`src/source/microwave_pkg.sv`:
```
`default_nettype none

package microwave_pkg;

    localparam int MAX_SECONDS = 5999;  // 99:59
    localparam int QUICK_SECONDS = 30;
    localparam logic [7:0] FULL_POWER = 8'd100;
    localparam logic [7:0] CUSTOM_TEMPERATURE = 8'd75;
    localparam int PWM_PERIOD = 100;  // one step per power percent

    typedef logic [12:0] seconds_t;

    typedef enum logic [3:0] {
        popcorn,
        beverage,
        reheat,
        defrost,
        pizza,
        potato,
        vegetable,
        dinner,
        baby_milk,
        keep_warm
    } food_e;

    typedef struct packed {
        seconds_t   seconds;
        logic [7:0] power;
        logic [7:0] temperature;
    } cook_setting_t;

    typedef enum logic [1:0] {
        CMD_NONE,
        CMD_START,
        CMD_STOP
    } cmd_e;

    typedef struct packed {
        cmd_e          kind;
        cook_setting_t setting;
    } cook_cmd_t;

    typedef struct packed {
        logic       cooking;
        seconds_t   remaining;
        logic [7:0] power;
        logic [7:0] temperature;
    } cook_state_t;

    typedef struct packed {
        logic [3:0] min_tens;
        logic [3:0] min_ones;
        logic [3:0] sec_tens;
        logic [3:0] sec_ones;
    } time_digits_t;

    // indexed by food_e
    localparam cook_setting_t PRESET_TABLE [10] = '{
        '{seconds: 13'd120, power: 8'd100, temperature: 8'd100},
        '{seconds: 13'd60,  power: 8'd70,  temperature: 8'd80},
        '{seconds: 13'd90,  power: 8'd70,  temperature: 8'd70},
        '{seconds: 13'd180, power: 8'd35,  temperature: 8'd25},
        '{seconds: 13'd270, power: 8'd80,  temperature: 8'd75},
        '{seconds: 13'd240, power: 8'd100, temperature: 8'd90},
        '{seconds: 13'd210, power: 8'd80,  temperature: 8'd85},
        '{seconds: 13'd180, power: 8'd80,  temperature: 8'd80},
        '{seconds: 13'd60,  power: 8'd50,  temperature: 8'd35},
        '{seconds: 13'd180, power: 8'd10,  temperature: 8'd65}
    };

endpackage

`default_nettype wire
```
`src/source/display_alarm.sv`:
```
`timescale 1ns/10ps
`default_nettype none

module display_alarm #(
    parameter int unsigned BEEP_TICKS = 3
) (
    input  wire logic                       clk,
    input  wire logic                       reset,
    input  wire microwave_pkg::cook_state_t state,
    input  wire logic                       tick,
    input  wire logic                       finished,
    output microwave_pkg::time_digits_t     digits,
    output logic [6:0]                      seg_1,
    output logic [6:0]                      seg_2,
    output logic [6:0]                      seg_3,
    output logic [6:0]                      seg_4,
    output logic                            buzzer
);
    import microwave_pkg::*;

    localparam int unsigned BEEP_W = (BEEP_TICKS > 0) ? $clog2(BEEP_TICKS + 1) : 1;

    time_digits_t      digits_next;
    logic [BEEP_W-1:0] beep_left;
    int                minutes;
    int                seconds;

    // bit 0 is segment a, bit 6 is segment g
    function automatic logic [6:0] seg_encode(input logic [3:0] digit);
        case (digit)
            4'd0:    return 7'h3f;
            4'd1:    return 7'h06;
            4'd2:    return 7'h5b;
            4'd3:    return 7'h4f;
            4'd4:    return 7'h66;
            4'd5:    return 7'h6d;
            4'd6:    return 7'h7d;
            4'd7:    return 7'h07;
            4'd8:    return 7'h7f;
            4'd9:    return 7'h6f;
            default: return 7'h00;
        endcase
    endfunction

    always_comb begin
        minutes = int'(state.remaining) / 60;
        seconds = int'(state.remaining) % 60;
        digits_next.min_tens = 4'(minutes / 10);
        digits_next.min_ones = 4'(minutes % 10);
        digits_next.sec_tens = 4'(seconds / 10);
        digits_next.sec_ones = 4'(seconds % 10);
    end

    always_ff @(posedge clk) begin
        digits <= digits_next;
        seg_1  <= seg_encode(digits_next.sec_ones);
        seg_2  <= seg_encode(digits_next.sec_tens);
        seg_3  <= seg_encode(digits_next.min_ones);
        seg_4  <= seg_encode(digits_next.min_tens);
    end

    always_ff @(posedge clk or posedge reset) begin
        if (reset) begin
            beep_left <= '0;
        end else if (finished) begin
            beep_left <= BEEP_W'(BEEP_TICKS);
        end else if (tick && (beep_left != '0)) begin
            beep_left <= beep_left - 1'b1;  // falls on the last tick
        end
    end

    assign buzzer = (beep_left != '0);

    // remaining above 99:59 would overflow the minute tens digit
    assert property (@(posedge clk) disable iff (reset)
        (digits.min_tens <= 4'd9) && (digits.min_ones <= 4'd9) &&
        (digits.sec_tens <= 4'd9) && (digits.sec_ones <= 4'd9));

endmodule

`default_nettype wire

```
`config.mk`:
```
export PLATFORM = sky130hd
export DESIGN_NAME = display_alarm
export DESIGN_NICKNAME = d
export VERILOG_FILES = /design/src/source/microwave_pkg.sv /design/src/source/display_alarm.sv
export SDC_FILE = /design/constraint.sdc
export NUM_CORES = 1
export LEC_CHECK = 0
export ABC_AREA = 1
export BUFFER_PORTS_ARGS = -buffer_cell sky130_fd_sc_hd__buf_2
export CAP_MARGIN = 40
export CORE_ASPECT_RATIO = 0.8
export CORE_UTILIZATION = 60
export CTS_BUF_LIST = sky130_fd_sc_hd__clkbuf_8
export DETAILED_ROUTE_END_ITERATION = 16
export PLACE_DENSITY = 0.83
export SLEW_MARGIN = 10
export SYNTH_ARGS = -nofsm -noshare
export SYNTH_HDL_FRONTEND = slang
export SYNTH_SLANG_ARGS = --single-unit
```
`constraint.sdc`:
```
create_clock -name clk -period 3.05 [get_ports clk]
set_input_delay 0.1525 -clock clk [delete_from_list [all_inputs] [get_ports clk]]
set_output_delay 0.1525 -clock clk [all_outputs]
set_load 0.005 [all_outputs]
```
==> results.tsv, run 1 <==
stage	metric	value	unit
run_status	outcome	did not finish	
run_status	stage where the run ended	4_1_cts	
run_status	Err	[ERROR DPL-0038] Utilization greater than 100%, impossible to legalize	
cts	setup bufs post-CTS	60	
synth	Netlist Area Pre-Place	4240	um2
cts	hold_buf cts	1	
placement	Post-Place Setup Slack	-4.63	ns
cts	CTS max path bufs	2	
die	# rows	27	
placement	post-DP HPWL	9.74	mm
cts	Resize count post-CTS	132	
die	Die Wd	96.0	um
synth	Seq cells post-synth	46	
cts	H-tree depth	2	
die	Die Y-Extent	77.2	um
cts	clk sink count	46	
cts	CTS buffer count	5	
placement	placed cells	916	
synth	Avg Inst Size Synth	6.72	um2
die	IO Count	79	
synth	register area share after synthesis	0.220	
synth	Gate Count Post-Synth	631	
synth	warning count from the yosys run	0	
placement	port bufs	61	
synth	Synth cell types	46	
placement	gp weighted congestion	0.869	
die	Initial Util	0.618	
synth	Post-Syn Nets	701	
cts	CTS root buffer	clkbuf_8	
placement	DP Area	5950	um2
[Yosys cell counts (all sizes together)]
cell type | number | area [um2]
o21bai | 3 | 26.3
clkinv | 5 | 20.0
o2111a | 1 | 11.3
dfxtp | 44 | 881
xor2 | 6 | 52.6
clkbuf | 1 | 3.75
a211o | 1 | 8.76
nand2 | 214 | 983
buf | 1 | 5.00
or2 | 7 | 43.8
a21oi | 15 | 78.8
a2111oi | 1 | 8.76
nand3b | 5 | 41.3
dfrtp | 2 | 50.1
a21boi | 2 | 15.0
o22ai | 1 | 6.26
and3 | 1 | 6.26
nand3 | 64 | 463
o21ai | 38 | 220
ha | 36 | 450
o211ai | 2 | 15.0
inv | 96 | 360
a31oi | 5 | 31.3
nand4 | 23 | 171
o2111ai | 1 | 8.76
xnor2 | 2 | 17.5
nor2 | 53 | 251
a22o | 1 | 8.76
[logic make-up after synthesis]
family / share of synthesized area
and+or+nand+nor: 0.462
DFF: 0.220
buffers and inverters: 0.0918
adders and majority gates: 0.106
AOI/OAI and AO/OA: 0.104
xor gates and xnor gates: 0.0165
[metrics by stage]
stage	TNS, ns	util
3_5_place_dp	-153.98	0.868
2_1_floorplan	-119.67	-
3_3_place_gp	-135.28	0.868
==> run 2: changes to the inputs <==
--- a/config.mk
+++ b/config.mk
@@ -8,11 +8,9 @@
 export ABC_AREA = 1
 export BUFFER_PORTS_ARGS = -buffer_cell sky130_fd_sc_hd__buf_2
 export CAP_MARGIN = 40
-export CORE_ASPECT_RATIO = 0.8
-export CORE_UTILIZATION = 60
-export CTS_BUF_LIST = sky130_fd_sc_hd__clkbuf_8
+export CORE_UTILIZATION = 40
 export DETAILED_ROUTE_END_ITERATION = 16
-export PLACE_DENSITY = 0.83
+export PLACE_DENSITY_LB_ADDON = 0.15
 export SLEW_MARGIN = 10
 export SYNTH_ARGS = -nofsm -noshare
 export SYNTH_HDL_FRONTEND = slang
==> results.tsv, run 2 <==
stage	metric	value	unit
run_status	outcome	finished with violations	
run_status	failing checks	setup timing	
synth	biggest area consumer among synthesized cells	dfxtp_1	
placement	DP Area	6040	um2
die	IO Count	79	
routing	wire per inst	11.3	um
synth	number of flops mapped to enable cells by yosys	0	
synth	Netlist Area Pre-Place	4240	um2
flow_run	Max Cap Viol	0	
timing	max-slew violations	0	
global_route	total gr overflow	0	
timing	Least-Margin Pin Slew	0.401	ns
timing	fmax	140	MHz
cts	CTS buffer count	5	
placement	post-DP HPWL	8.52	mm
cts	Worst-Skew Late Latency	0.30	ns
timing	fin crit share	2.34	
global_route	largest net degree at the start of global routing	16	
worst_setup_path	WP data arrival	7.36	ns
die	Die Wd	105	um
worst_setup_path	critical-path maximum fanout	7	
finish	number of diodes	0	
routing	routed vias	4891	
cts	H-tree depth	2	
cts	CTS tree	built	
worst_setup_path	WP data required	3.26	ns
timing	Final setup viols	42	
synth	Synth cell types	46	
timing	headroom to the max-slew limit	0.730	
timing	RSZ-0062 raised after global routing	true	
cts	clk sink count	46	
placement	gp weighted congestion	0.842	
die	# rows	37	
routing	post-route antenna net violation count	0	
finish	Reg area	931	um2
finish	most flop-heavy register	digits	
min_path	min-delay worst type	in -> reg	
die	Initial Util	0.411	
routing	total iterations of the first detailed-routing run	4	
synth	top cells by count, synth	nand2_1 (166), inv_1 (75), dfxtp_1 (44), nor2_1 (44), nand3_1 (43)	
finish	commonest cells after routing, fill and taps aside	buf_4 (188), nand2_1 (114), buf_2 (58)	
synth	Yosys top cell area share	0.208	
worst_setup_path	CP Launch Type	input port	
die	core area	10300	um2
routing	DRC violations left	0	
synth	most common cell in the netlist	nand2_1	
routing	initial drt markers	86	
worst_setup_path	Worst path slowest cell	nand4_1	
cts	CTS clk-pin slew, worst paths	0.08	ns
global_route	first-pass GRT wire length	18.7	mm
finish	commonest non-fill, non-tap cell in the layout	buf_4	
finish	Finished Cell Area	7410	um2
finish	final net count	968	
finish	Final Util	0.718	
timing	Tmin final	7.15	ns
die	Die Y-Extent	105	um
worst_setup_path	CP max stage delay	0.23	ns
finish	max reg flops	16	
finish	share of cells above drive strength 1	0.592	
synth	top post-synthesis cells by area	dfxtp_1 (21%), nand2_1 (15%), ha_1 (11%)	
synth	register area share after synthesis	0.220	
synth	asr flop ratio synth	0.0435	
worst_setup_path	Worst Setup Path Type	in -> reg	
synth	ys flop type	dfxtp_1	
routing	Vias/cell	4.73	
routing	Routed WL	11.7	mm
worst_setup_path	CP endpoint kind	flop	
cts	CTS root buffer	clkbuf_8	
synth	Post-Syn Nets	701	
synth	Seq cells post-synth	46	
synth	Avg Inst Size Synth	6.72	um2
global_route	initial antenna violation count	0	
finish	area occupied by multi-input gates	3890	um2
cts	CTS max path bufs	2	
finish	P&R area growth vs syn	74.7	%
worst_setup_path	most frequent CP cell	nand2_4	
global_route	Total Routing Usage GR	0.200	
timing	Worst Skew	0.0000658	ns
timing	final hold vios	0	
placement	port bufs	61	
finish	FILL cells	805	
timing	final worst slack	-4.10	ns
global_route	vias in the first global route	4516	
die	die area	11000	um2
synth	warning count from the yosys run	0	
synth	Gate Count Post-Synth	631	
## run 2: worst paths after layout
| path | from | endpoint | slack [ns] | cells past startpoint |
|---|---|---|---|---|
| max | state[25] | seg_1[3]$_DFF_P_ | -4.10 | 73 |
| min | state[16] | digits[0]$_DFF_P_ | 0.04 | 1 |
| max reg2reg | beep_left[0]$_DFFE_PP0P_ | beep_left[0]$_DFFE_PP0P_ | 1.88 | 7 |
| min reg2reg | beep_left[1]$_DFFE_PP0P_ | beep_left[1]$_DFFE_PP0P_ | 0.52 | 2 |
| max in group asynchronous | reset | beep_left[0]$_DFFE_PP0P_ | 2.71 | 3 |
| min in group asynchronous | reset | beep_left[1]$_DFFE_PP0P_ | 0.23 | 3 |
## run 2: cell families after synthesis
logic type,after synthesis,share of synthesized area
adders and majority gates,36,0.106
xor gates and xnor gates,8,0.0165
AOI/OAI and AO/OA,71,0.104
buffers and inverters,103,0.0918
DFF,46,0.220
and+or+nand+nor,367,0.462
## run 2: area by class of cell
type | instances | area share
Inverter | 101 | 0.0564
Timing Repair Buffer | 262 | 0.258
Sequential cell | 46 | 0.126
Tap cell | 136 | 0.0230
Clock buffer | 5 | 0.00929
Multi-Input combinational cell | 482 | 0.524
Clock inverter | 3 | 0.00287
## run 2: worst max-delay path, delay by kind of cell
kind / cells / cell delay (ns)
AO/OA/AOI/OAI: 1 / 0.16
adder cells (fa/ha/maj): 3 / 0.55
buffers and inverters: 9 / 0.68
AND/OR/NAND/NOR: 60 / 5.82
## run 2: layer usage
metal / vias up / track usage / share of wire
li1: 2565 / - / -
met2: 69 / 0.377 / 0.53
met1: 2241 / 0.235 / 0.43
met4: 0 / 0.0674 / 0.017
met5: - / 0 / 0
met3: 16 / 0.0193 / 0.021
## run 2: metrics by stage
step | setup WS, ns | std cells | hold WS [ns] | TNS [ns]
5_1_grt | -4.60 | 1035 | 0.0325 | -149.87
3_5_place_dp | -4.45 | 967 | 0.00441 | -148.05
4_1_cts | -3.85 | 1010 | 0.00380 | -122.04
2_1_floorplan | -3.79 | 631 | -0.106 | -119.67
6_report | -4.10 | 1035 | 0.0438 | -131.77
3_3_place_gp | -4.07 | 967 | 0.00233 | -138.37
## run 2: repair_timing
item | CTS | global route
hold buffers | 1 | 0
pin swaps | 73 | 107
resized for setup | 84 | 125
setup buffers | 34 | 25
endpoints found under the hold margin | 2 | 0
endpoints found under the setup margin | 42 | 42
Power of run 2 is not shown: default switching activity piles up to over one toggle a cycle in this logic, so the estimate is an artifact.
==> run 3: changes to the inputs <==
--- a/config.mk
+++ b/config.mk
@@ -9,6 +9,7 @@
 export BUFFER_PORTS_ARGS = -buffer_cell sky130_fd_sc_hd__buf_2
 export CAP_MARGIN = 40
 export CORE_UTILIZATION = 40
+export CTS_BUF_LIST = sky130_fd_sc_hd__clkbuf_16
 export DETAILED_ROUTE_END_ITERATION = 16
 export PLACE_DENSITY_LB_ADDON = 0.15
 export SLEW_MARGIN = 10
==> results.tsv, run 3 (synthesis results as in run 2) <==
stage	metric	value	unit
finish	number of diodes	0	
timing	Hold WS	0.0679	ns
cts	clk sink count	46	
routing	total iterations of the first detailed-routing run	4	
worst_setup_path	Worst Setup Path Type	in -> reg	
finish	final net count	969	
timing	Final setup viols	42	
worst_setup_path	CP max stage delay	0.23	ns
die	die area	11000	um2
die	IO Count	79	
routing	DRC violations left	0	
cts	CTS clk-pin slew, worst paths	0.06	ns
worst_setup_path	Worst path slowest cell	nand4_1	
die	# rows	37	
worst_setup_path	worst reg2reg path endpoint	beep_left[0]$_DFFE_PP0P_	
worst_setup_path	Critical Path Stages	73	
timing	final hold vios	0	
finish	FILL cells	779	
worst_setup_path	Critical Path Start	state[25]	
finish	share of cells above drive strength 1	0.594	
run_status	failing checks	setup timing	
finish	P&R area growth vs syn	76.8	%
die	Die Wd	105	um
worst_setup_path	r2r startpoint	beep_left[0]$_DFFE_PP0P_	
min_path	min-delay worst type	in -> reg	
finish	commonest non-fill, non-tap cell in the layout	buf_4	
cts	CTS max path bufs	2	
finish	Final Util	0.726	
finish	commonest cells after routing, fill and taps aside	buf_4 (189), nand2_1 (113), buf_2 (58)	
timing	fin crit share	2.34	
placement	gp weighted congestion	0.842	
die	Die Y-Extent	105	um
cts	H-tree depth	2	
worst_setup_path	CP endpoint kind	flop	
global_route	largest net degree at the start of global routing	16	
worst_setup_path	WP data required	3.23	ns
flow_run	Max Cap Viol	0	
timing	max-slew violations	0	
placement	post-DP HPWL	8.52	mm
finish	max reg flops	16	
global_route	initial antenna violation count	0	
worst_setup_path	WP data arrival	7.32	ns
worst_setup_path	CP Launch Type	input port	
timing	fmax	140	MHz
worst_setup_path	Worst Reg2Reg Path Length in Cells	7	
timing	RSZ-0062 raised after global routing	true	
worst_setup_path	critical-path maximum fanout	7	
min_path	cell depth of the worst min-delay path	1	
die	Initial Util	0.411	
global_route	total gr overflow	0	
routing	post-route antenna net violation count	0	
placement	port bufs	61	
cts	Worst-Skew Late Latency	0.28	ns
worst_setup_path	cell family with most CP delay	simple AND/OR/NAND/NOR gates	
die	core area	10300	um2
timing	Worst Skew	0.0000103	ns
placement	Post-Place Setup Slack	-4.45	ns
worst_setup_path	Reg2Reg Setup Slack	1.88	ns
routing	wire per inst	11.5	um
worst_setup_path	most frequent CP cell	nand2_4	
run_status	outcome	finished with violations	
cts	CTS root buffer	clkbuf_16	
worst_setup_path	CP bufs+invs	9	
global_route	vias in the first global route	4521	
finish	most flop-heavy register	digits	
global_route	Total Routing Usage GR	0.199	
routing	routed vias	4877	
global_route	first-pass GRT wire length	18.7	mm
worst_setup_path	Setup crit end	seg_1[3]$_DFF_P_	
timing	final worst slack	-4.09	ns
routing	Vias/cell	4.71	
routing	Routed WL	11.9	mm
timing	headroom to the max-slew limit	0.785	
cts	CTS buffer count	5	
routing	initial drt markers	92	
cts	CTS tree	built	
timing	Tmin final	7.14	ns
timing	Least-Margin Pin Slew	0.321	ns
==> run 3: worst reg2reg max path: stages (launching register included) <==
cell	delay (ns)
dfrtp_1	0.35
inv_1	0.09
ha_1	0.16
inv_1	0.05
nand2_1	0.09
inv_1	0.07
a21oi_1	0.14
o21ai_0	0.10
==> run 3: what timing repair did <==
item                                   in CTS  in global routing
setup endpoints to repair                  42                 42
pin swaps                                  73                106
cloned                                      0                  0
setup buffers                              34                 28
resized for setup                          84                134
endpoints found under the hold margin       2                  0
hold buffers                                1                  0
==> run 3: layout make-up <==
class / instances / area, um2 / area share
repair buffers: 263 / 1910 / 0.255
clock inverters: 3 / 21.3 / 0.00284
inverters: 101 / 423 / 0.0564
well taps: 136 / 170 / 0.0227
clock buffers: 5 / 125 / 0.0167
flip-flops and latches: 46 / 931 / 0.124
multi-input cells: 482 / 3920 / 0.522
==> run 3: per-layer routing <==
layer,routed length [um],global-route usage,up-vias,part of all wire
li1,-,-,2566,-
met1,4960,0.236,2229,0.42
met2,6510,0.377,68,0.55
met3,267,0.0156,14,0.022
met4,197,0.0644,0,0.016
met5,0,0,-,0
==> run 3: through the flow <==
stage	instance area [um2]	setup TNS, ns	cells
after floorplan	4510	-119.67	631
after global placement	6040	-138.37	967
after detailed placement	6040	-148.05	967
after CTS	6790	-123.34	1010
after global routing	7500	-149.84	1036
final	7500	-129.77	1036
==> run 3: worst min path at each step <==
stage               slack [ns]                  endpoint      start
global placement         0.002  beep_left[1]$_DFFE_PP0P_      reset
CTS                       0.03         digits[0]$_DFF_P_  state[16]
global route              0.07         digits[0]$_DFF_P_  state[16]
finish                    0.07         digits[0]$_DFF_P_  state[16]
detailed placement       0.004  beep_left[0]$_DFFE_PP0P_      reset
floorplan                -0.11  beep_left[0]$_DFFE_PP0P_      reset
Power of run 3 is left out for the same reason.
==> run 4: changes to the inputs <==
--- a/config.mk
+++ b/config.mk
@@ -8,9 +8,10 @@
 export ABC_AREA = 1
 export BUFFER_PORTS_ARGS = -buffer_cell sky130_fd_sc_hd__buf_2
 export CAP_MARGIN = 40
-export CORE_UTILIZATION = 40
+export CORE_UTILIZATION = 55
 export CTS_BUF_LIST = sky130_fd_sc_hd__clkbuf_16
 export DETAILED_ROUTE_END_ITERATION = 16
+export GPL_TIMING_DRIVEN = 0
 export PLACE_DENSITY_LB_ADDON = 0.15
 export SLEW_MARGIN = 10
 export SYNTH_ARGS = -nofsm -noshare
==> results.tsv, run 4 (synthesis results as in run 2) <==
stage	metric	value	unit
finish	share of cells above drive strength 1	0.500	
worst_setup_path	Reg2Reg Setup Slack	1.82	ns
worst_setup_path	Critical Path Stages	71	
finish	Finished Layout Cells	885	
run_status	outcome	finished with violations	
die	core area	7370	um2
global_route	largest net degree at the start of global routing	15	
timing	RSZ-0062 raised after global routing	true	
worst_setup_path	Worst Setup Path Type	in -> reg	
finish	number of diodes	0	
worst_setup_path	WP data arrival	7.62	ns
cts	Worst-Skew Late Latency	0.28	ns
routing	Routed WL	15.0	mm
worst_setup_path	r2r startpoint	beep_left[1]$_DFFE_PP0P_	
routing	wire per inst	16.9	um
global_route	total gr overflow	0	
routing	total iterations of the first detailed-routing run	5	
worst_setup_path	CP Launch Type	input port	
worst_setup_path	CP endpoint kind	flop	
worst_setup_path	Worst path slowest cell	ha_4	
global_route	Total Routing Usage GR	0.305	
die	# rows	31	
timing	final worst slack	-4.37	ns
worst_setup_path	WP data required	3.26	ns
timing	Least-Margin Pin Slew	0.552	ns
die	Die Wd	89.8	um
timing	max-slew violations	0	
finish	commonest cells after routing, fill and taps aside	nand2_1 (125), buf_4 (76), inv_1 (60)	
run_status	failing checks	setup timing	
routing	post-route antenna net violation count	0	
die	die area	8060	um2
routing	routed vias	5055	
finish	P&R area growth vs syn	52.3	%
routing	DRC violations left	0	
worst_setup_path	Critical Path Start	state[26]	
cts	H-tree depth	2	
cts	CTS tree	built	
cts	CTS root buffer	clkbuf_16	
timing	Worst Skew	0.000210	ns
worst_setup_path	CP bufs+invs	10	
global_route	vias in the first global route	4741	
routing	initial drt markers	251	
timing	fmax	135	MHz
finish	commonest non-fill, non-tap cell in the layout	nand2_1	
worst_setup_path	most frequent CP cell	nand2_4	
global_route	initial antenna violation count	0	
worst_setup_path	worst reg2reg path endpoint	beep_left[0]$_DFFE_PP0P_	
die	Initial Util	0.575	
cts	clk sink count	46	
cts	CTS max path bufs	2	
cts	CTS clk-pin slew, worst paths	0.06	ns
placement	post-DP HPWL	7.31	mm
placement	gp weighted congestion	0.874	
worst_setup_path	cell family with most CP delay	simple AND/OR/NAND/NOR gates	
cts	CTS buffer count	5	
global_route	first-pass GRT wire length	20.8	mm
finish	Finished Cell Area	6460	um2
timing	headroom to the max-slew limit	0.631	
worst_setup_path	CP max stage delay	0.21	ns
die	Die Y-Extent	89.8	um
worst_setup_path	Setup crit end	seg_2[5]$_DFF_P_	
finish	most flop-heavy register	digits	
worst_setup_path	Worst Reg2Reg Path Length in Cells	7	
routing	Vias/cell	5.71	
timing	Final setup viols	42	
worst_setup_path	critical-path maximum fanout	6	
timing	fin crit share	2.43	
min_path	min-delay worst type	in -> reg	
placement	placed cells	791	
flow_run	Max Cap Viol	0	
timing	final hold vios	0	
finish	final net count	855	
die	IO Count	79	
timing	Tmin final	7.42	ns
placement	port bufs	61	
finish	max reg flops	16	
placement	DP Area	4930	um2
run 4: cell types whose count changed in the layout (fill, tap and decap cells not counted), moves of 5 or more:
cell	previous run	this run
o21ai_1	16	11
nand3_2	20	14
buf_4	189	76
nand2_2	54	43
nand2_1	113	125
nand3_1	25	32
o21ai_0	12	17
run 4: final cells by class:
class | instances | area (um2)
multi-input cells | 483 | 3810
clock buffers | 5 | 125
flip-flops and latches | 46 | 931
well taps | 99 | 124
plain buffers | 2 | 20.0
fillers | 370 | 910
clock inverters | 3 | 13.8
inverters | 101 | 423
repair buffers | 146 | 1010
run 4: through the flow:
step	setup WS (ns)	hold WS (ns)	util	setup TNS [ns]
2_1_floorplan	-3.79	-0.106	-	-119.67
3_3_place_gp	-4.76	0.00332	0.670	-159.29
3_5_place_dp	-4.95	0.00757	0.670	-166.96
4_1_cts	-3.85	0.0203	0.823	-122.83
5_1_grt	-4.89	0.0779	0.877	-159.39
6_report	-4.37	0.0767	0.877	-143.15
run 4: metal layers:
layer,share of wire,up-vias,global-route usage
met5,0,-,0
met4,0.055,0,0.116
met3,0.049,89,0.0228
met2,0.53,237,0.610
met1,0.36,2377,0.328
li1,-,2352,-
run 4: how the worst min path moves through the flow:
stage / startpoint / slack [ns] / to / cells after the start
floorplan: reset / -0.11 / beep_left[0]$_DFFE_PP0P_ / 1
global placement: reset / 0.003 / beep_left[1]$_DFFE_PP0P_ / 2
detailed placement: reset / 0.008 / beep_left[0]$_DFFE_PP0P_ / 2
CTS: state[16] / 0.02 / digits[0]$_DFF_P_ / 1
global route: state[16] / 0.08 / digits[0]$_DFF_P_ / 1
finish: state[16] / 0.08 / digits[0]$_DFF_P_ / 1
run 4: worst reg2reg max path: stages, from the launching register on:
cell and delay [ns]:
dfrtp_1 0.39, inv_1 0.08, ha_1 0.16, inv_1 0.06, nand2_1 0.10, inv_1 0.07, a21oi_1 0.12, o21ai_0 0.11
run 4: what timing repair did:
action,4_1_cts,5_1_grt
buffers inserted,69,16
setup endpoints to repair,42,42
hold buffers,1,0
pin swaps,65,50
gates resized for setup,116,71
cloned,1,0
endpoints found under the hold margin,2,0
Power of run 4 is left out for the same reason.
